`src/hdl/rv_isa_pkg.sv`:
```
`default_nettype none

package rv_isa_pkg;

  // Quadrant from instruction bits 1:0
  typedef enum logic [1:0] {
    q0 = 2'b00,
    q1 = 2'b01,
    q2 = 2'b10,
    not_compressed = 2'b11
  } rvc_quadrant_e;

  // Supported funct3 codes, bits 15:13
  typedef enum logic [2:0] {
    f3_addi = 3'b000,
    f3_li = 3'b010,
    f3_lui = 3'b011,
    f3_mv_add = 3'b100
  } rvc_funct3_e;

  // Base opcodes produced by the expander
  typedef enum logic [6:0] {
    opc_op_imm = 7'b0010011,
    opc_lui = 7'b0110111,
    opc_op = 7'b0110011
  } opcode_e;

  localparam logic [2:0] funct3_add = 3'b000;
  localparam logic [4:0] reg_zero = 5'd0;
  // x2, where C.LUI encodes C.ADDI16SP instead
  localparam logic [4:0] reg_sp = 5'd2;

  // addi x0, x0, 0
  localparam logic [31:0] nop_instr = 32'h0000_0013;

endpackage

`default_nettype wire

```
`src/hdl/frontend_pkg.sv`:
```
`default_nettype none

package frontend_pkg;

  // Front end geometry
  localparam int parcel_width = 16;
  localparam int packet_parcels = 4;
  localparam int buffer_depth = 16;
  localparam int stall_level = 12;
  localparam int slot_count = 2;
  localparam int pc_width = 32;

  // Derived widths
  localparam int instr_width = 2 * parcel_width;
  localparam int packet_width = packet_parcels * parcel_width;
  localparam int ptr_width = $clog2(buffer_depth);
  localparam int count_width = $clog2(buffer_depth + packet_parcels + 1);

  typedef logic [parcel_width-1:0] parcel_t;
  typedef logic [instr_width-1:0] instr_t;
  typedef logic [packet_width-1:0] packet_t;
  typedef logic [pc_width-1:0] pc_t;
  typedef logic [ptr_width-1:0] ptr_t;
  // Wide enough for a full buffer plus one incoming packet
  typedef logic [count_width-1:0] count_t;

endpackage

`default_nettype wire
```
`src/hdl/fetch_slot_if.sv`:
```
`timescale 1ns/1ns
`default_nettype none

// One issue slot between front end stages
interface fetch_slot_if ();

  logic valid;
  frontend_pkg::pc_t pc;
  frontend_pkg::instr_t instr;
  logic compressed;
  logic illegal;

  modport source (
    output valid,
    output pc,
    output instr,
    output compressed,
    output illegal
  );

  modport sink (
    input valid,
    input pc,
    input instr,
    input compressed,
    input illegal
  );

endinterface

`default_nettype wire

```
`src/hdl/fetch_frontend.sv`:
```
`timescale 1ns/1ns
`default_nettype none

module fetch_frontend (
  input logic clock,
  input logic reset,
  input logic clear,
  input logic fetch_valid,
  input frontend_pkg::pc_t fetch_pc,
  input frontend_pkg::packet_t fetch_data,
  output logic fetch_stall,
  input logic issue_stall,
  output logic issue_valid0,
  output logic issue_valid1,
  output frontend_pkg::pc_t issue_pc0,
  output frontend_pkg::pc_t issue_pc1,
  output frontend_pkg::instr_t issue_instr0,
  output frontend_pkg::instr_t issue_instr1,
  output logic issue_compressed0,
  output logic issue_compressed1,
  output logic issue_illegal0,
  output logic issue_illegal1
);

  logic take;

  fetch_slot_if aligned_slots [frontend_pkg::slot_count] ();
  fetch_slot_if expanded_slots [frontend_pkg::slot_count] ();

  fetch_buffer buffer0 (
    .clock(clock),
    .reset(reset),
    .clear(clear),
    .fetch_valid(fetch_valid),
    .fetch_pc(fetch_pc),
    .fetch_data(fetch_data),
    .take(take),
    .fetch_stall(fetch_stall),
    .slots(aligned_slots)
  );

  // One expander per issue slot
  for (genvar s = 0; s < frontend_pkg::slot_count; s++) begin : g_expander
    rvc_expander expander0 (
      .in(aligned_slots[s]),
      .out(expanded_slots[s])
    );
  end

  issue_register issue0 (
    .clock(clock),
    .reset(reset),
    .clear(clear),
    .issue_stall(issue_stall),
    .take(take),
    .slots(expanded_slots),
    .issue_valid0(issue_valid0),
    .issue_valid1(issue_valid1),
    .issue_pc0(issue_pc0),
    .issue_pc1(issue_pc1),
    .issue_instr0(issue_instr0),
    .issue_instr1(issue_instr1),
    .issue_compressed0(issue_compressed0),
    .issue_compressed1(issue_compressed1),
    .issue_illegal0(issue_illegal0),
    .issue_illegal1(issue_illegal1)
  );

endmodule

`default_nettype wire

```
`src/hdl/issue_register.sv`:
```
`timescale 1ns/1ns
`default_nettype none

module issue_register (
  input logic clock,
  input logic reset,
  input logic clear,
  input logic issue_stall,
  output logic take,
  fetch_slot_if.sink slots [frontend_pkg::slot_count],
  output logic issue_valid0,
  output logic issue_valid1,
  output frontend_pkg::pc_t issue_pc0,
  output frontend_pkg::pc_t issue_pc1,
  output frontend_pkg::instr_t issue_instr0,
  output frontend_pkg::instr_t issue_instr1,
  output logic issue_compressed0,
  output logic issue_compressed1,
  output logic issue_illegal0,
  output logic issue_illegal1
);

  // Buffer only advances when the decoder accepts
  assign take = !issue_stall;

  always_ff @(posedge clock) begin
    if (!reset || clear) begin
      issue_valid0 <= 1'b0;
      issue_valid1 <= 1'b0;
      issue_pc0 <= '0;
      issue_pc1 <= '0;
      issue_instr0 <= rv_isa_pkg::nop_instr;
      issue_instr1 <= rv_isa_pkg::nop_instr;
      issue_compressed0 <= 1'b0;
      issue_compressed1 <= 1'b0;
      issue_illegal0 <= 1'b0;
      issue_illegal1 <= 1'b0;
    end else if (!issue_stall) begin
      issue_valid0 <= slots[0].valid;
      issue_valid1 <= slots[1].valid;
      issue_pc0 <= slots[0].pc;
      issue_pc1 <= slots[1].pc;
      issue_instr0 <= slots[0].instr;
      issue_instr1 <= slots[1].instr;
      issue_compressed0 <= slots[0].compressed;
      issue_compressed1 <= slots[1].compressed;
      issue_illegal0 <= slots[0].illegal;
      issue_illegal1 <= slots[1].illegal;
    end
  end

endmodule

`default_nettype wire

```
`src/hdl/rvc_expander.sv`:
```
`timescale 1ns/1ns
`default_nettype none

module rvc_expander (
  fetch_slot_if.sink in,
  fetch_slot_if.source out
);

  rv_isa_pkg::rvc_quadrant_e quadrant;
  rv_isa_pkg::rvc_funct3_e funct3;
  logic [4:0] rd;
  logic [4:0] rs2;
  logic [5:0] imm6;
  logic [11:0] imm12;
  frontend_pkg::instr_t expanded;
  logic unsupported;

  assign quadrant = rv_isa_pkg::rvc_quadrant_e'(in.instr[1:0]);
  assign funct3 = rv_isa_pkg::rvc_funct3_e'(in.instr[15:13]);

  // CI and CR fields
  assign rd = in.instr[11:7];
  assign rs2 = in.instr[6:2];
  assign imm6 = {in.instr[12], in.instr[6:2]};
  assign imm12 = {{6{imm6[5]}}, imm6};

  always_comb begin
    expanded = in.instr;
    unsupported = 1'b0;
    case (quadrant)
      rv_isa_pkg::q0: begin
        unsupported = 1'b1;
      end
      rv_isa_pkg::q1: begin
        case (funct3)
          rv_isa_pkg::f3_addi: begin
            expanded = {imm12, rd, rv_isa_pkg::funct3_add, rd, rv_isa_pkg::opc_op_imm};
          end
          rv_isa_pkg::f3_li: begin
            expanded = {imm12, rv_isa_pkg::reg_zero, rv_isa_pkg::funct3_add, rd,
                        rv_isa_pkg::opc_op_imm};
          end
          rv_isa_pkg::f3_lui: begin
            // Zero immediate is reserved
            if (rd == rv_isa_pkg::reg_sp || imm6 == 6'd0) begin
              unsupported = 1'b1;
            end else begin
              expanded = {{14{imm6[5]}}, imm6, rd, rv_isa_pkg::opc_lui};
            end
          end
          default: begin
            unsupported = 1'b1;
          end
        endcase
      end
      rv_isa_pkg::q2: begin
        // rs2 of zero selects jumps and breakpoints
        if (funct3 == rv_isa_pkg::f3_mv_add && rs2 != rv_isa_pkg::reg_zero) begin
          if (in.instr[12]) begin
            expanded = {7'b0, rs2, rd, rv_isa_pkg::funct3_add, rd, rv_isa_pkg::opc_op};
          end else begin
            // C.MV is add rd, x0, rs2
            expanded = {7'b0, rs2, rv_isa_pkg::reg_zero, rv_isa_pkg::funct3_add, rd,
                        rv_isa_pkg::opc_op};
          end
        end else begin
          unsupported = 1'b1;
        end
      end
      rv_isa_pkg::not_compressed: begin
        expanded = in.instr;
      end
    endcase
  end

  assign out.valid = in.valid;
  assign out.pc = in.pc;
  assign out.compressed = in.compressed;
  // An illegal flag from upstream is kept
  assign out.illegal = in.valid && (in.illegal || unsupported);
  assign out.instr = (!in.valid || in.illegal || unsupported) ? rv_isa_pkg::nop_instr
                                                              : expanded;

endmodule

`default_nettype wire

```
`src/hdl/fetch_buffer.sv`:
```
`timescale 1ns/1ns
`default_nettype none

module fetch_buffer (
  input logic clock,
  input logic reset,
  input logic clear,
  input logic fetch_valid,
  input frontend_pkg::pc_t fetch_pc,
  input frontend_pkg::packet_t fetch_data,
  input logic take,
  output logic fetch_stall,
  fetch_slot_if.source slots [frontend_pkg::slot_count]
);

  frontend_pkg::parcel_t parcel_mem [frontend_pkg::buffer_depth];
  frontend_pkg::pc_t pc_mem [frontend_pkg::buffer_depth];

  frontend_pkg::ptr_t wr_ptr;
  frontend_pkg::ptr_t rd_ptr;
  frontend_pkg::count_t count;
  frontend_pkg::count_t avail;
  frontend_pkg::count_t consumed;
  frontend_pkg::count_t count_next;
  logic accept;

  // Incoming packet split into parcels
  frontend_pkg::parcel_t new_parcel [frontend_pkg::packet_parcels];
  frontend_pkg::pc_t new_pc [frontend_pkg::packet_parcels];

  // Head of the queue, stored parcels first, then the incoming packet
  frontend_pkg::parcel_t head_parcel [frontend_pkg::packet_parcels];
  frontend_pkg::pc_t head_pc [frontend_pkg::packet_parcels];

  logic comp0;
  logic comp1;
  logic [1:0] len0;
  logic [1:0] len1;

  logic slot_valid [frontend_pkg::slot_count];
  frontend_pkg::pc_t slot_pc [frontend_pkg::slot_count];
  frontend_pkg::instr_t slot_instr [frontend_pkg::slot_count];
  logic slot_comp [frontend_pkg::slot_count];

  assign accept = fetch_valid && !clear;

  always_comb begin
    for (int i = 0; i < frontend_pkg::packet_parcels; i++) begin
      new_parcel[i] = fetch_data[i*frontend_pkg::parcel_width +: frontend_pkg::parcel_width];
      new_pc[i] = fetch_pc + frontend_pkg::pc_t'(2 * i);
    end
  end

  assign avail = count + (accept ? frontend_pkg::count_t'(frontend_pkg::packet_parcels) : '0);

  always_comb begin
    logic [1:0] sel;
    for (int i = 0; i < frontend_pkg::packet_parcels; i++) begin
      sel = 2'(i - int'(count));
      if (frontend_pkg::count_t'(i) < count) begin
        head_parcel[i] = parcel_mem[rd_ptr + frontend_pkg::ptr_t'(i)];
        head_pc[i] = pc_mem[rd_ptr + frontend_pkg::ptr_t'(i)];
      end else begin
        head_parcel[i] = new_parcel[sel];
        head_pc[i] = new_pc[sel];
      end
    end
  end

  // Slot 0 starts at the head, slot 1 right after it
  assign comp0 = ~&head_parcel[0][1:0];
  assign len0 = comp0 ? 2'd1 : 2'd2;
  assign comp1 = ~&head_parcel[len0][1:0];
  assign len1 = comp1 ? 2'd1 : 2'd2;

  always_comb begin
    slot_valid[0] = (avail >= 1) && (comp0 || avail >= 2);
    slot_pc[0] = head_pc[0];
    slot_comp[0] = comp0;
    if (comp0) begin
      slot_instr[0] = {{frontend_pkg::parcel_width{1'b0}}, head_parcel[0]};
    end else begin
      slot_instr[0] = {head_parcel[1], head_parcel[0]};
    end

    // Upper half of a 32-bit instruction may still be missing
    slot_valid[1] = slot_valid[0] && (avail > frontend_pkg::count_t'(len0))
                    && (comp1 || avail > frontend_pkg::count_t'(len0) + 1);
    slot_pc[1] = head_pc[len0];
    slot_comp[1] = comp1;
    if (comp1) begin
      slot_instr[1] = {{frontend_pkg::parcel_width{1'b0}}, head_parcel[len0]};
    end else begin
      slot_instr[1] = {head_parcel[len0 + 2'd1], head_parcel[len0]};
    end
  end

  always_comb begin
    consumed = '0;
    if (take) begin
      if (slot_valid[0]) begin
        consumed = consumed + frontend_pkg::count_t'(len0);
      end
      if (slot_valid[1]) begin
        consumed = consumed + frontend_pkg::count_t'(len1);
      end
    end
  end

  assign count_next = avail - consumed;

  always_ff @(posedge clock) begin
    if (!reset || clear) begin
      wr_ptr <= '0;
      rd_ptr <= '0;
      count <= '0;
      fetch_stall <= 1'b0;
    end else begin
      if (accept) begin
        wr_ptr <= wr_ptr + frontend_pkg::ptr_t'(frontend_pkg::packet_parcels);
      end
      rd_ptr <= rd_ptr + frontend_pkg::ptr_t'(consumed);
      count <= count_next;
      fetch_stall <= count_next > frontend_pkg::count_t'(frontend_pkg::stall_level);
    end
  end

  always_ff @(posedge clock) begin
    if (accept) begin
      for (int i = 0; i < frontend_pkg::packet_parcels; i++) begin
        parcel_mem[wr_ptr + frontend_pkg::ptr_t'(i)] <= new_parcel[i];
        pc_mem[wr_ptr + frontend_pkg::ptr_t'(i)] <= new_pc[i];
      end
    end
  end

  for (genvar s = 0; s < frontend_pkg::slot_count; s++) begin : g_slot
    assign slots[s].valid = slot_valid[s];
    assign slots[s].pc = slot_pc[s];
    assign slots[s].instr = slot_instr[s];
    assign slots[s].compressed = slot_comp[s];
    // Legality is judged by the expander
    assign slots[s].illegal = 1'b0;
  end

endmodule

`default_nettype wire

```
`config.mk`:
```
export PLATFORM = sky130hd
export DESIGN_NAME = fetch_frontend
export DESIGN_NICKNAME = d
export VERILOG_FILES = /design/src/hdl/rv_isa_pkg.sv /design/src/hdl/frontend_pkg.sv /design/src/hdl/fetch_slot_if.sv /design/src/hdl/fetch_frontend.sv /design/src/hdl/issue_register.sv /design/src/hdl/rvc_expander.sv /design/src/hdl/fetch_buffer.sv
export SDC_FILE = /design/constraint.sdc
export NUM_CORES = 2
export LEC_CHECK = 0
export ABC_CLOCK_PERIOD_IN_PS = 11300
export BUFFER_PORTS_ARGS = -buffer_cell sky130_fd_sc_hd__buf_4
export CORE_ASPECT_RATIO = 1.5
export CORE_MARGIN = 5
export CORE_UTILIZATION = 30
export DETAILED_ROUTE_END_ITERATION = 16
export GPL_ROUTABILITY_DRIVEN = 0
export HOLD_SLACK_MARGIN = 0.15
export PLACE_DENSITY = 0.48
export SKIP_LAST_GASP = 1
export SYNTH_ARGS = -nofsm -noshare
export SYNTH_HDL_FRONTEND = slang
export SYNTH_SLANG_ARGS = --single-unit
```
`constraint.sdc`:
```
create_clock -name clock -period 11.3 [get_ports clock]
set_input_delay 0.565 -clock clock [delete_from_list [all_inputs] [get_ports clock]]
set_output_delay 0.565 -clock clock [all_outputs]
set_load 0.02 [all_outputs]
```
# Word level (Yosys, flattened, before mapping)
# Memory sizes are Yosys's and may differ from the RTL's. A register that Yosys moved wholly into a read port is not among the register bits.
# Index checks and enable logic that the tools add are counted.
# Widths: inputs -> output; s select.
# totals
ff_bits	148
ramBits	768
in_bits	101
out_inout_bits	135
wordCells	176
mem_count	2
# memory_table
memory	depth	width	read_ports	rd_ports_with_merged_regs	write_ports	line	rtl
buffer0.pc_mem	16	32	4	1	4	fetch_buffer.sv:17	frontend_pkg::pc_t pc_mem [frontend_pkg::buffer_depth];
buffer0.parcel_mem	16	16	4	1	4	fetch_buffer.sv:16	frontend_pkg::parcel_t parcel_mem [frontend_pkg::buffer_depth];
# op_classes
addsub	20
magnitude_cmp	15
eq_ne	12
muxes	74
bitwise	6
n_reduce_logical	33
# ops
op	n
$mux 32	22
$bmux 32 s2	5
$mux 16	16
$bmux 16 s2	6
$pmux 32 s3	2
$pmux 32 s2	2
$add 32x3->32 const B	2
$mux 20	2
$add 32x2->32 const B	1
$gt 5x32->1	1
$ge 3x3->1 const B	6
$not 2->3	6
$add 4x2->4 const B	4
$mux 5	3
$eq 3x2->1 const B	4
$logic_not 6->1	2
$eq 5x2->1 const B	2
$lt 1x5->1 const A	2
$lt 2x5->1 const A	2
$reduce_bool 5->1	2
$add 4x1->4 const B	2
$logic_and 1x1->1	8
$mux 4	2
$logic_or 1x1->1	7
26 further kinds	49

# Longest topological paths before layout
# depth
depth_word	21
ltp_mapped	41
ltp_nobuf	24

# By module
# Synthesis repeated with hierarchy kept, for this count alone.
# unflattened
cells_unflattened	3861
area_unflattened_um2	55838.6
# by_module_without_submodules
module	instances	cells_per_inst	area_each_um2	seq_area_each_um2
fetch_buffer	1	3030	48676.7	22701.8
issue_register	1	434	4744.6	2682.6
rvc_expander at g_expander[0].expander0	1	199	1232.4	0.0
rvc_expander at g_expander[1].expander0	1	198	1184.9	0.0

# Worst setup path after synthesis
# OpenSTA, ideal clock, no wires.
# synth_timing
path_type	reg-to-reg
from	register buffer0.rd_ptr[1]
to	register buffer0.fetch_stall
setup_ps	114
t_arrival_ps	8587
t_required_ps	11186
path_slack_ps	2599
path_stages_with_launch	41
n_path_buf	18
period_less_slack_ps	8701
cell_sequence	dfxtp_1 > buf_6 > buf_12 > buf_12 > buf_12 > buf_12 > buf_4 > buf_4 > buf_4 > buf_2 > buf_2 > buf_2 > clkbuf_1 > inv_1 > ha_1 > buf_2 > buf_2 > buf_4 > [5 not listed] > nand2_1 > o21ai_0 > mux2i_1 > o21ai_0 > ha_1 > inv_1 > ha_1 > inv_1 > fa_1 > inv_1 > a21oi_1 > or2_2 > ha_1 > a21o_1 > a21oi_1 > xnor2_1 > nor2_1 > a21o_1
# synth_between
elab_chain_cells	14
elab_cells_between_ends	20
cone_classes	5 x add/sub; 1 x order compare; 9 x mux; 4 x reduce/logical; 1 x memory
# synth_rtl
item	line	rtl
start, declared	fetch_buffer.sv:20	frontend_pkg::ptr_t rd_ptr;
start signal, assigned	fetch_buffer.sv:122	rd_ptr <= rd_ptr + frontend_pkg::ptr_t'(consumed);
$add 4x2->4 or $add 4x1->4 (tied branches)	fetch_buffer.sv:61	head_parcel[i] = parcel_mem[rd_ptr + frontend_pkg::ptr_t'(i)];
$mem_v2 16x16 *	--	
$mux 16	fetch_buffer.sv:60	if (frontend_pkg::count_t'(i) < count) begin
$bmux 16 s2 *	fetch_buffer.sv:73	assign comp1 = ~&head_parcel[len0][1:0];
$mux 16 (implied by the code) * (2 in series)	fetch_buffer.sv:73	
$reduce_and 2->1 *	fetch_buffer.sv:73	
$logic_not 1->1 *	fetch_buffer.sv:73	
net aligned_slots[1].compressed	fetch_slot_if.sv:10	logic compressed;
$logic_or 1x1->1 *	fetch_buffer.sv:88	&& (comp1 || avail > frontend_pkg::count_t'(len0) + 1);
$logic_and 1x1->1 *	fetch_buffer.sv:88	
$mux 5 *	fetch_buffer.sv:104	if (slot_valid[1]) begin
$mux 5 *	fetch_buffer.sv:100	if (take) begin
$sub 5x5->5 *	fetch_buffer.sv:110	assign count_next = avail - consumed;
$gt 5x4->1 *	fetch_buffer.sv:124	fetch_stall <= count_next > frontend_pkg::count_t'(frontend_pkg::stall_level);
end signal, assigned	fetch_buffer.sv:124	
end, declared	fetch_buffer.sv:12	output logic fetch_stall,
# The timed path passes the listed nets; every way through them passes the cells marked *. The select of a mux whose other input is x is not followed.
# A chain may end at the register's enable or synchronous reset.

# Final worst setup path
# layout_timing
from	register buffer0.rd_ptr[0]
to	register buffer0.fetch_stall
# Same word-level chain as after synthesis.

==> summary.md <==
| Metric | Value |
|---|---|
| DP Cell Count | `6263` |
| Clock share of power | `19.4%` |
| Detailed-placement wirelength estimate | `145.7 mm` |
| Worst hold path cell count | `3` |
| Capturing point of the worst reg2reg path | `buffer0.fetch_stall` |
| Post-synth ARST share | `0%` |
| Post-synth design cell area | `55640 sq um` |
| PnR Total Power | `0.01847 W` |
| Top FF cell, synth | `sky130_fd_sc_hd__edfxtp_1` |
| P_sw | `0.008277 W` |
| Register-to-Register Setup Slack | `3.56 ns` |
| Effective utilization at floorplan | `30.16%` |
| Layout filler cell count | `17960` |
| Post-Syn Area per Cell | `14.44 sq um` |
| Worst Max-Slew Pin Slew | `1.411 ns` |
| Core ar. | `184500 sq um` |
| Power per cell area | `287.9 nW/um^2` |
| Combinational Power Share | `59.3%` |
| Hold Crit Start | `issue_stall` |
| Pin count of the biggest net entering global routing | `142` |
| Tcrit/Tclk final | `68.45%` |
| Clock latency reported for the late side of the worst-skew pair | `0.77 ns` |
| # clock sinks | `894` |
| Depth of the worst register-to-register path | `25` |
| Overall fraction of global-route tracks in use | `21.00%` |
| Final period demand of the worst path | `7.735 ns` |
| Fraction of the core area covered by cells at the end of the flow | `34.77%` |
| Peak supply drop | `0.0002603 V` |
| Number of global-route vias before repair | `39560` |
| Worst path required time | `11.92 ns` |
| Wire length of the first global-routing pass | `297.3 mm` |
| Final clock skew | `0.07890 ns` |
| Outcome | `completed` |
| Gates resized, CTS repair | `0` |
| Leakage power figure | `20.01 nW` |
| Clock Pin Slew Worst Setup and Hold Paths | `0.06 ns` |
| Total detailed-routing wirelength | `209.1 mm` |
| Number of primary I/O pins | `236` |
| Number of max-cap violations | `0` |
| Die W | `361.6 um` |
| Maximum fanout along the worst path | `44` |
| Warnings from Yosys | `0` |
| Crit Path Class | `reg -> reg` |
| Number of H-tree branching levels | `3` |
| Max Clk Rate | `129.3 MHz` |
| Arrival time of the worst setup path | `8.35 ns` |
| Synthesized net count | `3990` |
| Setup repair after global routing missed its margin | `no` |
| Final hold vios | `0` |
| Quantity of hold-fixing buffers added after cts | `85` |
| Avg Vias per Cell | `5.996` |
| Sequential fraction of design power | `21.3%` |
| Final Setup Violations | `0` |
| Headroom to the max-slew limit | `5.084%` |
| Initial DRC Count | `3845` |
| Cell Int Power | `0.01019 W` |
| Number of distinct library cells after synthesis | `90` |
| Switching part of the total power | `44.81%` |
| Number of nets still failing antenna checks after routing | `0` |
| Count of standard-cell rows | `193` |
| Count of mapped cells out of synthesis | `3852` |
| Total CTS buffers | `99` |
| Worst r2r src | `buffer0.rd_ptr[0]` |
| Critical path startpoint category | `flop` |
| Fin cells | `6547` |
| Share of synthesized area occupied by flip-flops and latches | `45.62%` |
| Die Area | `194400 sq um` |
| Pre-Repair DR Iteration Count | `6` |
| Height of the die | `537.5 um` |
| Register bit total from synthesis | `894` |
| Initial antenna violation count | `19` |
| Class of the tightest hold or removal check | `in -> reg` |
| Fraction of final layout cells with drive strength greater than 1 | `31.93%` |
| Final Max Slew Viols | `0` |
| Capturing element type of the critical path | `flop` |
| Layout Area Growth over Synthesis | `15.30%` |
| DRC violations left | `0` |
| Worst min-delay path endpoint | `issue0.issue_instr0[3]` |
| Fin Hold WS | `0.2058 ns` |
| Avg WL per Cell | `31.95 um` |
| Final setup TNS | `0 ns` |
| Routed vias | `39250` |
| IO buf count | `235` |
| Longest Clk Path Bufs | `3` |
| Clock Root Buffer | `sky130_fd_sc_hd__clkbuf_16` |
| Total global routing overflow | `0` |
| Post-synth EDFFs | `748` |
| Setup Buffers After CTS | `0` |
| CTS tree | `done` |
| Final Net Count | `4150` |
==> area by class of cell <==
type	count	area [sq um]	share of cell area, %
antenna	11	27.53	0.04291
clock buffer	122	2748	4.283
clock inverter	66	872.1	1.359
inverter	38	142.6	0.2223
multi-input combinational	2569	28550	44.51
sequential	894	25400	39.60
tap	2437	3049	4.753
timing repair buffer	410	3357	5.233
==> per-layer routing <==
layer	share of wire, %	track usage [%]	vias up
met5	0.022	0	-
met4	6.0	11.00	6
met3	7.1	3.441	476
met2	51	37.20	1892
met1	36	24.49	20750
li1	-	-	16130
==> worst max-delay path: stages (launching register included) <==
cell	delay, ns
sky130_fd_sc_hd__dfxtp_4	0.82
sky130_fd_sc_hd__inv_1	0.09
sky130_fd_sc_hd__buf_4	0.30
sky130_fd_sc_hd__ha_4	0.63
sky130_fd_sc_hd__buf_4	0.48
sky130_fd_sc_hd__mux4_2	0.55
sky130_fd_sc_hd__mux4_2	0.48
sky130_fd_sc_hd__nand2_1	0.08
sky130_fd_sc_hd__o21ai_0	0.42
sky130_fd_sc_hd__mux2i_1	0.30
sky130_fd_sc_hd__o21ai_0	0.22
sky130_fd_sc_hd__ha_1	0.51
sky130_fd_sc_hd__inv_1	0.43
sky130_fd_sc_hd__ha_1	0.22
sky130_fd_sc_hd__inv_1	0.05
sky130_fd_sc_hd__fa_1	0.50
sky130_fd_sc_hd__inv_1	0.04
sky130_fd_sc_hd__a21oi_1	0.11
sky130_fd_sc_hd__or2_2	0.14
sky130_fd_sc_hd__inv_1	0.09
sky130_fd_sc_hd__fa_1	0.44
sky130_fd_sc_hd__nor2b_1	0.14
sky130_fd_sc_hd__nor3_1	0.07
sky130_fd_sc_hd__xnor2_1	0.16
sky130_fd_sc_hd__nor2_1	0.07
sky130_fd_sc_hd__a21o_1	0.20
==> worst max-delay path by stage <==
stage	to	cells after the start	slack (ns)	start
after floorplan	buffer0.fetch_stall	40	2.60	buffer0.rd_ptr[1]
after global placement	issue0.issue_instr1[21]	17	3.60	buffer0.rd_ptr[0]
after detailed placement	issue0.issue_instr1[20]	17	3.61	buffer0.rd_ptr[0]
after CTS	issue0.issue_instr1[21]	17	3.62	buffer0.rd_ptr[0]
after global routing	buffer0.fetch_stall	25	3.06	buffer0.rd_ptr[1]
final	buffer0.fetch_stall	25	3.56	buffer0.rd_ptr[0]
==> layout by cell type (no fill, tap or decap), types with 23 or more instances in the layout <==
| cell | n |
|---|---|
| sky130_fd_sc_hd__mux2_2 | 26 |
| sky130_fd_sc_hd__clkbuf_16 | 105 |
| sky130_fd_sc_hd__nor2b_1 | 28 |
| sky130_fd_sc_hd__nor3_1 | 63 |
| sky130_fd_sc_hd__xor2_1 | 61 |
| sky130_fd_sc_hd__and2_1 | 24 |
| sky130_fd_sc_hd__nand3_1 | 57 |
| sky130_fd_sc_hd__dlygate4sd3_1 | 85 |
| sky130_fd_sc_hd__buf_4 | 319 |
| sky130_fd_sc_hd__nand2_1 | 315 |
| sky130_fd_sc_hd__o21ai_0 | 117 |
| sky130_fd_sc_hd__a21oi_1 | 147 |
| sky130_fd_sc_hd__ha_1 | 30 |
| sky130_fd_sc_hd__a22oi_1 | 42 |
| sky130_fd_sc_hd__nor2_1 | 276 |
| sky130_fd_sc_hd__mux4_2 | 732 |
| sky130_fd_sc_hd__a211oi_1 | 65 |
| sky130_fd_sc_hd__o211ai_1 | 32 |
| sky130_fd_sc_hd__inv_1 | 35 |
| sky130_fd_sc_hd__edfxtp_1 | 748 |
| sky130_fd_sc_hd__dfxtp_1 | 140 |
| sky130_fd_sc_hd__mux4_1 | 23 |
| sky130_fd_sc_hd__mux2i_1 | 99 |
| sky130_fd_sc_hd__xnor2_1 | 96 |
==> metrics by stage <==
stage / worst slack, ns / area, sq um
after detailed placement: 3.606 / 59650
final: 3.565 / 64150
after floorplan: 2.599 / 55640
after global placement: 3.600 / 59650
after global routing: 3.055 / 64140
after CTS: 3.616 / 64130
==> synth_stat cells (23+ instances only) <==
cell                       count  area share [%]
sky130_fd_sc_hd__nand2_1     316             2.1
sky130_fd_sc_hd__mux2i_1      99             1.8
sky130_fd_sc_hd__a21oi_1     147             1.3
sky130_fd_sc_hd__o211ai_1     32            0.43
sky130_fd_sc_hd__buf_1        41            0.28
sky130_fd_sc_hd__nor3_1       64            0.58
sky130_fd_sc_hd__and2_1       28            0.31
sky130_fd_sc_hd__mux2_2       26            0.53
sky130_fd_sc_hd__xor2_1       63            0.99
sky130_fd_sc_hd__a211oi_1     65            0.88
sky130_fd_sc_hd__nor2_1      278             1.9
sky130_fd_sc_hd__nand3_1      57            0.51
sky130_fd_sc_hd__inv_1        36            0.24
sky130_fd_sc_hd__mux4_2      732              30
sky130_fd_sc_hd__o21ai_0     118             1.1
sky130_fd_sc_hd__buf_2        98            0.88
sky130_fd_sc_hd__ha_1         34            0.76
sky130_fd_sc_hd__nor2b_1      29            0.33
sky130_fd_sc_hd__a22oi_1      42            0.57
sky130_fd_sc_hd__clkbuf_1    171             1.2
sky130_fd_sc_hd__xnor2_1      99             1.6
sky130_fd_sc_hd__dfxtp_1     146             5.3
sky130_fd_sc_hd__mux4_1       23             1.1
sky130_fd_sc_hd__edfxtp_1    748              40
==> logic make-up (layout without fill, tap and decap cells) <==
logic type      count (synthesis)  in the layout  share of synthesized area, %
flops                         894            894                         45.62
simple gates                  884            884                         7.099
mux                           882            882                         33.08
compound gates                604            604                         7.401
buf+inv                       389            636                         3.380
xor+xnor                      162            162                         2.550
fa+ha+maj                      37             37                        0.8725
other cells                     0             11                             0
==> power groups by stage <==
| stage | Clock (W) | Combinational, W | Sequential (W) |
|---|---|---|---|
| detailed placement | 0 | 0.0108 | 0.00401 |
| global placement | 0 | 0.0109 | 0.00401 |
| CTS | 0.00364 | 0.0109 | 0.00394 |
| finish | 0.00358 | 0.0110 | 0.00394 |
| floorplan | 0 | 0.00740 | 0.00399 |
| global route | 0.00379 | 0.0115 | 0.00396 |
==> flip-flops by register name, summed over array words and instances (netlist names), 2 cells and up <==
| signal | count |
|---|---|
| issue0.issue_instr1 | 32 |
| buffer0.rd_ptr | 4 |
| issue0.issue_instr0 | 32 |
| issue0.issue_pc0 | 32 |
| buffer0.count | 5 |
| buffer0.pc_mem | 492 |
| buffer0.parcel_mem | 256 |
| buffer0.wr_ptr | 2 |
| issue0.issue_pc1 | 32 |
Note: power is estimated with default switching activity, not from simulation.
